--- src/rvc_pkg.sv ---
package rvc_pkg;

  // ----------------------------------------
  // instruction words
  // ----------------------------------------
  typedef logic [31:0] instr_t;

  // low half of a fetched word, the compressed encoding
  typedef logic [15:0] half_t;

  // instr[1:0], 2'b11 marks a full-width instruction
  typedef enum logic [1:0] {
    quad_0    = 2'b00,
    quad_1    = 2'b01,
    quad_2    = 2'b10,
    quad_full = 2'b11
  } quadrant_e;

  // base opcodes produced by the expansion
  typedef enum logic [6:0] {
    opc_load   = 7'b0000011,
    opc_op_imm = 7'b0010011,
    opc_store  = 7'b0100011,
    opc_op     = 7'b0110011,
    opc_lui    = 7'b0110111,
    opc_branch = 7'b1100011,
    opc_jalr   = 7'b1100111,
    opc_jal    = 7'b1101111,
    opc_system = 7'b1110011
  } opcode_e;

  // ----------------------------------------
  // funct3 slots, instr[15:13]
  // ----------------------------------------
  typedef enum logic [2:0] {
    c0_addi4spn, c0_fld, c0_lw, c0_flw, c0_zcb, c0_fsd, c0_sw, c0_fsw
  } c0_funct3_e;

  typedef enum logic [2:0] {
    c1_addi, c1_jal, c1_li, c1_lui, c1_misc_alu, c1_j, c1_beqz, c1_bnez
  } c1_funct3_e;

  typedef enum logic [2:0] {
    c2_slli, c2_fldsp, c2_lwsp, c2_flwsp, c2_jr_mv_add, c2_fsdsp, c2_swsp, c2_fswsp
  } c2_funct3_e;

  // ----------------------------------------
  // registers
  // ----------------------------------------
  localparam logic [4:0] reg_zero = 5'd0;
  localparam logic [4:0] reg_ra   = 5'd1;
  localparam logic [4:0] reg_sp   = 5'd2;

  // rd'/rs1'/rs2' only reach x8..x15
  localparam logic [1:0] rvc_prime_prefix = 2'b01;

  // ebreak: imm 1, funct3 0, rs1 and rd zero
  localparam instr_t ebreak_instr = {
    12'h001,
    reg_zero,
    3'b000,
    reg_zero,
    opc_system
  };

endpackage

--- src/rvc_expand_q0.sv ---
`timescale 1ns/1ps

module rvc_expand_q0 import rvc_pkg::*; (
  input  half_t  half_i,
  output instr_t instr_o,
  output logic   illegal_o
);

  c0_funct3_e funct3;
  logic [4:0] rd_p;
  logic [4:0] rs1_p;

  assign funct3 = c0_funct3_e'(half_i[15:13]);
  // rd' doubles as rs2' for c.sw
  assign rd_p   = {rvc_prime_prefix, half_i[4:2]};
  assign rs1_p  = {rvc_prime_prefix, half_i[9:7]};

  always_comb begin
    instr_o   = '0;
    illegal_o = 1'b0;
    unique case (funct3)
      c0_addi4spn: begin
        // addi rd', sp, nzuimm[9:2]
        instr_o = {2'b00, half_i[10:7], half_i[12:11], half_i[5], half_i[6], 2'b00,
                   reg_sp, 3'b000, rd_p, opc_op_imm};
        illegal_o = (half_i[12:5] == 8'b0);
      end
      c0_lw: begin
        // lw rd', uimm[6:2](rs1')
        instr_o = {5'b0, half_i[5], half_i[12:10], half_i[6], 2'b00,
                   rs1_p, 3'b010, rd_p, opc_load};
      end
      c0_sw: begin
        // offset split across the S-type immediate fields
        instr_o = {5'b0, half_i[5], half_i[12], rd_p, rs1_p, 3'b010,
                   half_i[11:10], half_i[6], 2'b00, opc_store};
      end
      c0_fld, c0_flw, c0_fsd, c0_fsw: begin
        // no floating point
        illegal_o = 1'b1;
      end
      c0_zcb: begin
        illegal_o = 1'b1;
      end
    endcase
  end

endmodule

--- src/rvc_expand_q1.sv ---
`timescale 1ns/1ps

module rvc_expand_q1 import rvc_pkg::*; (
  input  half_t  half_i,
  output instr_t instr_o,
  output logic   illegal_o
);

  c1_funct3_e  funct3;
  logic [4:0]  rd;
  logic [4:0]  rd_p;
  logic [4:0]  rs2_p;
  logic [11:0] imm6_sext;
  logic [11:0] j_imm;
  logic [8:0]  b_imm;

  assign funct3    = c1_funct3_e'(half_i[15:13]);
  assign rd        = half_i[11:7];
  assign rd_p      = {rvc_prime_prefix, half_i[9:7]};
  assign rs2_p     = {rvc_prime_prefix, half_i[4:2]};
  assign imm6_sext = {{6{half_i[12]}}, half_i[12], half_i[6:2]};

  // ----------------------------------------
  // offset reassembly
  // ----------------------------------------
  // c.j / c.jal offset[11:0], bit 0 always zero
  assign j_imm = {half_i[12], half_i[8], half_i[10:9], half_i[6], half_i[7],
                  half_i[2], half_i[11], half_i[5:3], 1'b0};

  // c.beqz / c.bnez offset[8:0]
  assign b_imm = {half_i[12], half_i[6:5], half_i[2], half_i[11:10], half_i[4:3], 1'b0};

  always_comb begin
    instr_o   = '0;
    illegal_o = 1'b0;
    unique case (funct3)
      c1_addi: begin
        // rd of zero gives c.nop, still an addi
        instr_o = {imm6_sext, rd, 3'b000, rd, opc_op_imm};
      end
      c1_li: begin
        instr_o = {imm6_sext, reg_zero, 3'b000, rd, opc_op_imm};
      end
      c1_lui: begin
        if (rd == reg_sp) begin
          // c.addi16sp, nzimm[9:4]
          instr_o = {{3{half_i[12]}}, half_i[4:3], half_i[5], half_i[2], half_i[6], 4'b0,
                     reg_sp, 3'b000, reg_sp, opc_op_imm};
        end else begin
          instr_o = {{15{half_i[12]}}, half_i[6:2], rd, opc_lui};
        end
        illegal_o = ({half_i[12], half_i[6:2]} == 6'b0);
      end
      c1_misc_alu: begin
        unique case (half_i[11:10])
          2'b00, 2'b01: begin
            // srli / srai, bit 10 selects arithmetic
            instr_o = {1'b0, half_i[10], 4'b0, half_i[12], half_i[6:2],
                       rd_p, 3'b101, rd_p, opc_op_imm};
          end
          2'b10: begin
            instr_o = {imm6_sext, rd_p, 3'b111, rd_p, opc_op_imm};
          end
          2'b11: begin
            unique case ({half_i[12], half_i[6:5]})
              3'b000: instr_o = {7'b0100000, rs2_p, rd_p, 3'b000, rd_p, opc_op};
              3'b001: instr_o = {7'b0000000, rs2_p, rd_p, 3'b100, rd_p, opc_op};
              3'b010: instr_o = {7'b0000000, rs2_p, rd_p, 3'b110, rd_p, opc_op};
              3'b011: instr_o = {7'b0000000, rs2_p, rd_p, 3'b111, rd_p, opc_op};
              default: begin
                // subw, addw and the zcb mul/ext slots
                illegal_o = 1'b1;
              end
            endcase
          end
        endcase
      end

      // ----------------------------------------
      // control transfer
      // ----------------------------------------
      c1_jal: begin
        instr_o = {j_imm[11], j_imm[10:1], j_imm[11], {8{j_imm[11]}}, reg_ra, opc_jal};
      end
      c1_j: begin
        instr_o = {j_imm[11], j_imm[10:1], j_imm[11], {8{j_imm[11]}}, reg_zero, opc_jal};
      end
      c1_beqz, c1_bnez: begin
        // funct3 bit 0 comes straight from instr[13]
        instr_o = {{3{b_imm[8]}}, b_imm[8:5], reg_zero, rd_p, 2'b00, half_i[13],
                   b_imm[4:1], b_imm[8], opc_branch};
      end
    endcase
  end

endmodule

--- src/rvc_expand_q2.sv ---
`timescale 1ns/1ps

module rvc_expand_q2 import rvc_pkg::*; (
  input  half_t  half_i,
  output instr_t instr_o,
  output logic   illegal_o
);

  c2_funct3_e funct3;
  logic [4:0] rd;
  logic [4:0] rs2;

  assign funct3 = c2_funct3_e'(half_i[15:13]);
  assign rd     = half_i[11:7];
  assign rs2    = half_i[6:2];

  always_comb begin
    instr_o   = '0;
    illegal_o = 1'b0;
    unique case (funct3)
      c2_slli: begin
        instr_o = {6'b0, half_i[12], half_i[6:2], rd, 3'b001, rd, opc_op_imm};
      end
      c2_lwsp: begin
        // uimm[7:2] off sp
        instr_o = {4'b0, half_i[3:2], half_i[12], half_i[6:4], 2'b00,
                   reg_sp, 3'b010, rd, opc_load};
        illegal_o = (rd == reg_zero);
      end
      c2_swsp: begin
        instr_o = {4'b0, half_i[8:7], half_i[12], rs2, reg_sp, 3'b010,
                   half_i[11:9], 2'b00, opc_store};
      end

      // ----------------------------------------
      // jr / mv / ebreak / jalr / add
      // ----------------------------------------
      c2_jr_mv_add: begin
        if (!half_i[12]) begin
          if (rs2 == reg_zero) begin
            // c.jr
            instr_o   = {12'b0, rd, 3'b000, reg_zero, opc_jalr};
            illegal_o = (rd == reg_zero);
          end else begin
            // c.mv
            instr_o = {7'b0, rs2, reg_zero, 3'b000, rd, opc_op};
          end
        end else begin
          if (rs2 != reg_zero) begin
            // c.add
            instr_o = {7'b0, rs2, rd, 3'b000, rd, opc_op};
          end else if (rd == reg_zero) begin
            instr_o = ebreak_instr;
          end else begin
            // c.jalr links to ra
            instr_o = {12'b0, rd, 3'b000, reg_ra, opc_jalr};
          end
        end
      end
      c2_fldsp, c2_flwsp, c2_fsdsp, c2_fswsp: begin
        // no floating point
        illegal_o = 1'b1;
      end
    endcase
  end

endmodule

--- src/rvc_decode_reg.sv ---
`timescale 1ns/1ps

module rvc_decode_reg import rvc_pkg::*; (
  input  logic   clk_i,
  input  logic   rst_i,
  input  logic   valid_i,
  input  instr_t instr_i,
  input  instr_t q0_instr_i,
  input  instr_t q1_instr_i,
  input  instr_t q2_instr_i,
  input  logic   q0_illegal_i,
  input  logic   q1_illegal_i,
  input  logic   q2_illegal_i,
  output logic   valid_o,
  output instr_t instr_o,
  output logic   illegal_o,
  output logic   is_compressed_o
);

  quadrant_e quad;
  instr_t    sel_instr;
  logic      sel_illegal;
  logic      sel_compressed;

  assign quad = quadrant_e'(instr_i[1:0]);

  // ----------------------------------------
  // quadrant select
  // ----------------------------------------
  always_comb begin
    sel_instr      = instr_i;
    sel_illegal    = 1'b0;
    sel_compressed = 1'b1;
    unique case (quad)
      quad_0: begin
        sel_instr   = q0_instr_i;
        sel_illegal = q0_illegal_i;
      end
      quad_1: begin
        sel_instr   = q1_instr_i;
        sel_illegal = q1_illegal_i;
      end
      quad_2: begin
        sel_instr   = q2_instr_i;
        sel_illegal = q2_illegal_i;
      end
      quad_full: sel_compressed = 1'b0;
    endcase
  end

  always_ff @(posedge clk_i) begin
    if (rst_i) begin
      valid_o         <= 1'b0;
      instr_o         <= '0;
      illegal_o       <= 1'b0;
      is_compressed_o <= 1'b0;
    end else begin
      valid_o <= valid_i;
      if (valid_i) begin
        // illegal encodings hand back the original word
        instr_o         <= sel_illegal ? instr_i : sel_instr;
        illegal_o       <= sel_illegal;
        is_compressed_o <= sel_compressed;
      end
    end
  end

  // ----------------------------------------
  // assertions
  // ----------------------------------------
  a_reset_clears_valid: assert property (@(posedge clk_i) rst_i |=> !valid_o);

  a_valid_one_cycle: assert property (@(posedge clk_i) disable iff (rst_i)
    !rst_i |=> (valid_o == $past(valid_i)));

  // every expander result must be a full-width word
  a_legal_is_full_width: assert property (@(posedge clk_i) disable iff (rst_i)
    (valid_o && is_compressed_o && !illegal_o) |-> (instr_o[1:0] == 2'b11));

endmodule

--- src/rvc_decoder.sv ---
`timescale 1ns/1ps

module rvc_decoder import rvc_pkg::*; (
  input  logic   clk_i,
  input  logic   rst_i,
  input  logic   valid_i,
  input  instr_t instr_i,
  output logic   valid_o,
  output logic   illegal_o,
  output logic   is_compressed_o,
  output instr_t instr_o
);

  half_t  half;
  instr_t q0_instr;
  instr_t q1_instr;
  instr_t q2_instr;
  logic   q0_illegal;
  logic   q1_illegal;
  logic   q2_illegal;

  // all three expanders see the same half, the register picks one
  assign half = instr_i[15:0];

  rvc_expand_q0 u_q0 (.half_i(half), .instr_o(q0_instr), .illegal_o(q0_illegal));
  rvc_expand_q1 u_q1 (.half_i(half), .instr_o(q1_instr), .illegal_o(q1_illegal));
  rvc_expand_q2 u_q2 (.half_i(half), .instr_o(q2_instr), .illegal_o(q2_illegal));

  rvc_decode_reg u_decode_reg (
    .clk_i(clk_i), .rst_i(rst_i), .valid_i(valid_i), .instr_i(instr_i),
    .q0_instr_i(q0_instr), .q1_instr_i(q1_instr), .q2_instr_i(q2_instr),
    .q0_illegal_i(q0_illegal), .q1_illegal_i(q1_illegal), .q2_illegal_i(q2_illegal),
    .valid_o(valid_o), .instr_o(instr_o), .illegal_o(illegal_o),
    .is_compressed_o(is_compressed_o)
  );

endmodule

--- config.mk ---
export PLATFORM = sky130hd
export DESIGN_NAME = rvc_decoder
export DESIGN_NICKNAME = d
export VERILOG_FILES = /design/src/rvc_pkg.sv /design/src/rvc_expand_q0.sv /design/src/rvc_expand_q1.sv /design/src/rvc_expand_q2.sv /design/src/rvc_decode_reg.sv /design/src/rvc_decoder.sv
export SDC_FILE = /design/constraint.sdc
export NUM_CORES = 1
export LEC_CHECK = 0
export BUFFER_PORTS_ARGS = -buffer_cell sky130_fd_sc_hd__buf_2
export CORE_ASPECT_RATIO = 1.2
export CORE_MARGIN = 1
export CORE_UTILIZATION = 63
export CTS_BUF_LIST = sky130_fd_sc_hd__clkbuf_8
export CTS_CLUSTER_SIZE = 10
export DETAILED_ROUTE_END_ITERATION = 8
export PLACE_DENSITY = 0.84
export SLEW_MARGIN = 20
export SYNTH_ARGS = -nofsm -noshare
export SYNTH_HDL_FRONTEND = slang
export SYNTH_HIERARCHICAL = 1
export SYNTH_SLANG_ARGS = --single-unit
export TNS_END_PERCENT = 10
--- constraint.sdc ---
create_clock -name clk_i -period 3.3 [get_ports clk_i]
set_input_delay 0.33 -clock clk_i [delete_from_list [all_inputs] [get_ports clk_i]]
set_output_delay 0.33 -clock clk_i [all_outputs]
set_load 0.005 [all_outputs]
==> key figures <==
Synthesis
  • Synth area leader: dfxtp_1
  • Post-synth ARST share: 0
  • Post-synth EDFFs: 0
  • YS warnings: 6
  • Leading post-synthesis cells by cell area: dfxtp_1 (18%), mux2i_1 (8.6%), o2bb2ai_1 (6.6%)
  • Syn Area/Cell: 7.76 um^2
  • FF+latch count, synth: 35
  • Mapped Area: just under 4000 um^2
  • Cells after Synth: a little over 500
  • Sequential fraction of the synthesis area: 0.177
  • Ys flop type: dfxtp_1
  • Share of the synthesized area in the top cell type: 0.177
  • Number of library cell types mapped by synthesis: between 60 and 70

Drt
  • Initial DRC Count: 330
  • Pre-Repair DR Iteration Count: 6
  • Routed WL: between 10 and 15 mm
  • DRT antenna net count: 0
  • Via count: a little over 4,000
  • Vias/cell: 6.51
  • WL/cell: around 18 um
  • DRC violation count after routing: 0

CTS
  • Hold_buf cts: 0
  • Worst-case clock buffer depth: 2
  • CTS Sinks: 35
  • Post-CTS Setup Inserts: 0
  • CTS tree: done
  • # H-tree levels: 2
  • Worst-path clk slew: about 0.070 ns
  • Clk root buf: clkbuf_8
  • Post-CTS sizing: 0
  • TritonCTS Buffers: 5
  • Worst skew pair latency: 0.28 ns

Worst setup path
  • Startpoint types: input pin
  • Worst path cell trace: buf_2 > or4_4 > nor2_1 > a31oi_1 > o21ai_0 > mux2_4 > o21ai_4 > buf_12 > o311ai_1
  • Worst path depth: 9
  • Slowest stage delay, CP: between 0.5 and 0.6 ns
  • CP Class: in2reg
  • Required time of the critical path: approximately 3.5 ns
  • Max FO, Critical Path: 60
  • Worst Setup EP: u_decode_reg/instr_o[10]$_SDFFE_PP0P_
  • Reg-to-Reg Start: u_decode_reg/instr_o[15]$_SDFFE_PP0P_
  • R2R setup slack: 2.29 ns
  • Slowest-stage cell, CP: or4_4
  • Worst setup EP type: flop
  • R2R cell count: 2
  • Delay-heaviest family, CP: compound AO/OA/AOI/OAI gates
  • CP Launch Point: instr_i[3]
  • Buf+Inv Stages, Crit Path: 2
  • Arr. time, crit path: ~2.5 ns
  • RR Endpoint: u_decode_reg/instr_o[15]$_SDFFE_PP0P_

STA
  • Hold slack final: roughly 0.32 ns
  • Tmin final: roughly 2.4 ns
  • Worst-margin pin slew: roughly 1.1 ns
  • Fmax: between 0.4 and 0.5 GHz
  • Max Transition Viols Final: 0
  • Relative slew slack: 0.295
  • RSZ-0062 raised after global routing: false
  • Setup TNS: 0 ns
  • Clock skew: 0 ns
  • Final setup fails: 0
  • Crit share post-route: 0.717
  • Final-report hold violation count: 0

Die
  • Row count: 31
  • Die W: ~74 um
  • Die height: 88.9 um
  • Num ports: 70
  • Die area: 6610 um^2
  • Area of the core: between 6000 and 7000 um^2
  • Initial Utilization: 0.655

Placement
  • DP Wirelength: 7.32 mm
  • GPL Wtd Cong: slightly above 1
  • Port Buffer Count: slightly below 70
  • Placed insts: 612

Global route
  • Initial antenna violation count: 0
  • First-pass GRT wire length: roughly 17 mm
  • Pin count of the biggest net entering global routing: 61
  • Number of global-route vias before repair: roughly 3,400
  • Grt total ovfl: 0
  • GRT Total Usage: 0.332

Final layout
  • # diodes: 0
  • Most frequent cells in the layout: buf_2 (69), nand2_1 (60), nand3_1 (39)
  • Layout cells sized above 1: 0.253
  • Most common cell after layout, fill and taps aside: buf_2
  • Area delta synth->final: 3.09%
  • Final Non-Filler Cells: about 620
  • Nets@finish: about 570

Min path
  • Worst min-delay path class: in2reg

Power and ir drop
  • LEAKAGE: around 1.7 nW
  • Power per Cell Area: 291 nW/um^2
  • VDD IR max: 0.177 mV

Job
  • Max_cap viols: 0

Run status
  • Run status: completed
==> worst min-delay path, stage by stage <==
cell and delay [ns]:
buf_2 0.10, nand2_1 0.05, o311ai_1 0.07
==> registers in the layout, summed over array words and instances, names as in the netlist <==
| register | count |
|---|---|
| u_decode_reg/is_compressed_o | 1 |
| u_decode_reg/instr_o | 32 |
| u_decode_reg/illegal_o | 1 |
| u_decode_reg/valid_o | 1 |
==> synthesized netlist by cell type (all sizes together) (3+ instances only) <==
master,number
a211oi,3
a21oi,17
a22o,6
a311oi,3
a31oi,5
and2,23
and3,4
buf,46
clkbuf,23
dfxtp,35
inv,11
mux2i,34
nand2,60
nand2b,6
nand3,39
nand4,3
nor2,26
nor2b,7
nor3,12
o211ai,4
o21ai,18
o2bb2ai,30
o311ai,30
or2,3
or3b,32
==> how the worst min path moves through the flow <==
stage | start | end | depth (start not counted)
after global placement | u_decode_reg/instr_o[0]$_SDFFE_PP0P_ | u_decode_reg/instr_o[0]$_SDFFE_PP0P_ | 2
final | instr_i[28] | u_decode_reg/instr_o[28]$_SDFFE_PP0P_ | 3
after floorplan | u_decode_reg/instr_o[0]$_SDFFE_PP0P_ | u_decode_reg/instr_o[0]$_SDFFE_PP0P_ | 2
after detailed placement | u_decode_reg/instr_o[0]$_SDFFE_PP0P_ | u_decode_reg/instr_o[0]$_SDFFE_PP0P_ | 2
after CTS | instr_i[24] | u_decode_reg/instr_o[24]$_SDFFE_PP0P_ | 3
after global routing | instr_i[28] | u_decode_reg/instr_o[28]$_SDFFE_PP0P_ | 3
==> routing by layer <==
| layer | GRT usage | vias up | share of wire |
|---|---|---|---|
| met5 | 0 | - | 0 |
| met4 | 0.137 | 0 | 0.033 |
| met3 | 0.0338 | 39 | 0.088 |
| met2 | 0.523 | 240 | 0.45 |
| met1 | 0.460 | 1832 | 0.43 |
| li1 | - | 1917 | - |
==> logic make-up (layout without fill, tap and decap cells) <==
logic type             count (synthesis)  in the layout  share of synthesized area
AOI/OAI and AO/OA                    133            133                      0.265
muxes                                 35             35                     0.0896
DFF                                   35             35                      0.177
and+or+nand+nor                      225            225                      0.322
buffers and inverters                 81             95                      0.145
other                                  2             14                    0.00189
==> cell type report <==
| cell class | count | area, um^2 |
|---|---|---|
| timing repair buffer | 77 | 418 |
| inverter | 11 | 41.3 |
| fill | 549 | 1960 |
| clock inverter | 1 | 5.00 |
| multi-input combinational | 407 | 2740 |
| clock buffer | 6 | 82.6 |
| tap | 82 | 103 |
| sequential | 35 | 701 |
==> stage by stage <==
stage               area (um^2)  power (mW)   util  setup WS, ns
floorplan                  4010       0.791      -          1.17
global placement           4000       0.872  0.661         0.819
detailed placement         4000       0.882  0.661         0.667
CTS                        4090        1.18  0.675         0.973
global route               4090        1.26  0.675         0.766
finish                     4090        1.19  0.675         0.934
==> report_power, final <==
part	leakage, nW	total (mW)	internal, mW	switching, mW
combinational	1.37	0.420	0.163	0.257
sequential	0.288	0.466	0.453	0.0128
clock	0.0470	0.304	0.164	0.140
No activity file was read; power rests on OpenSTA's default activity.
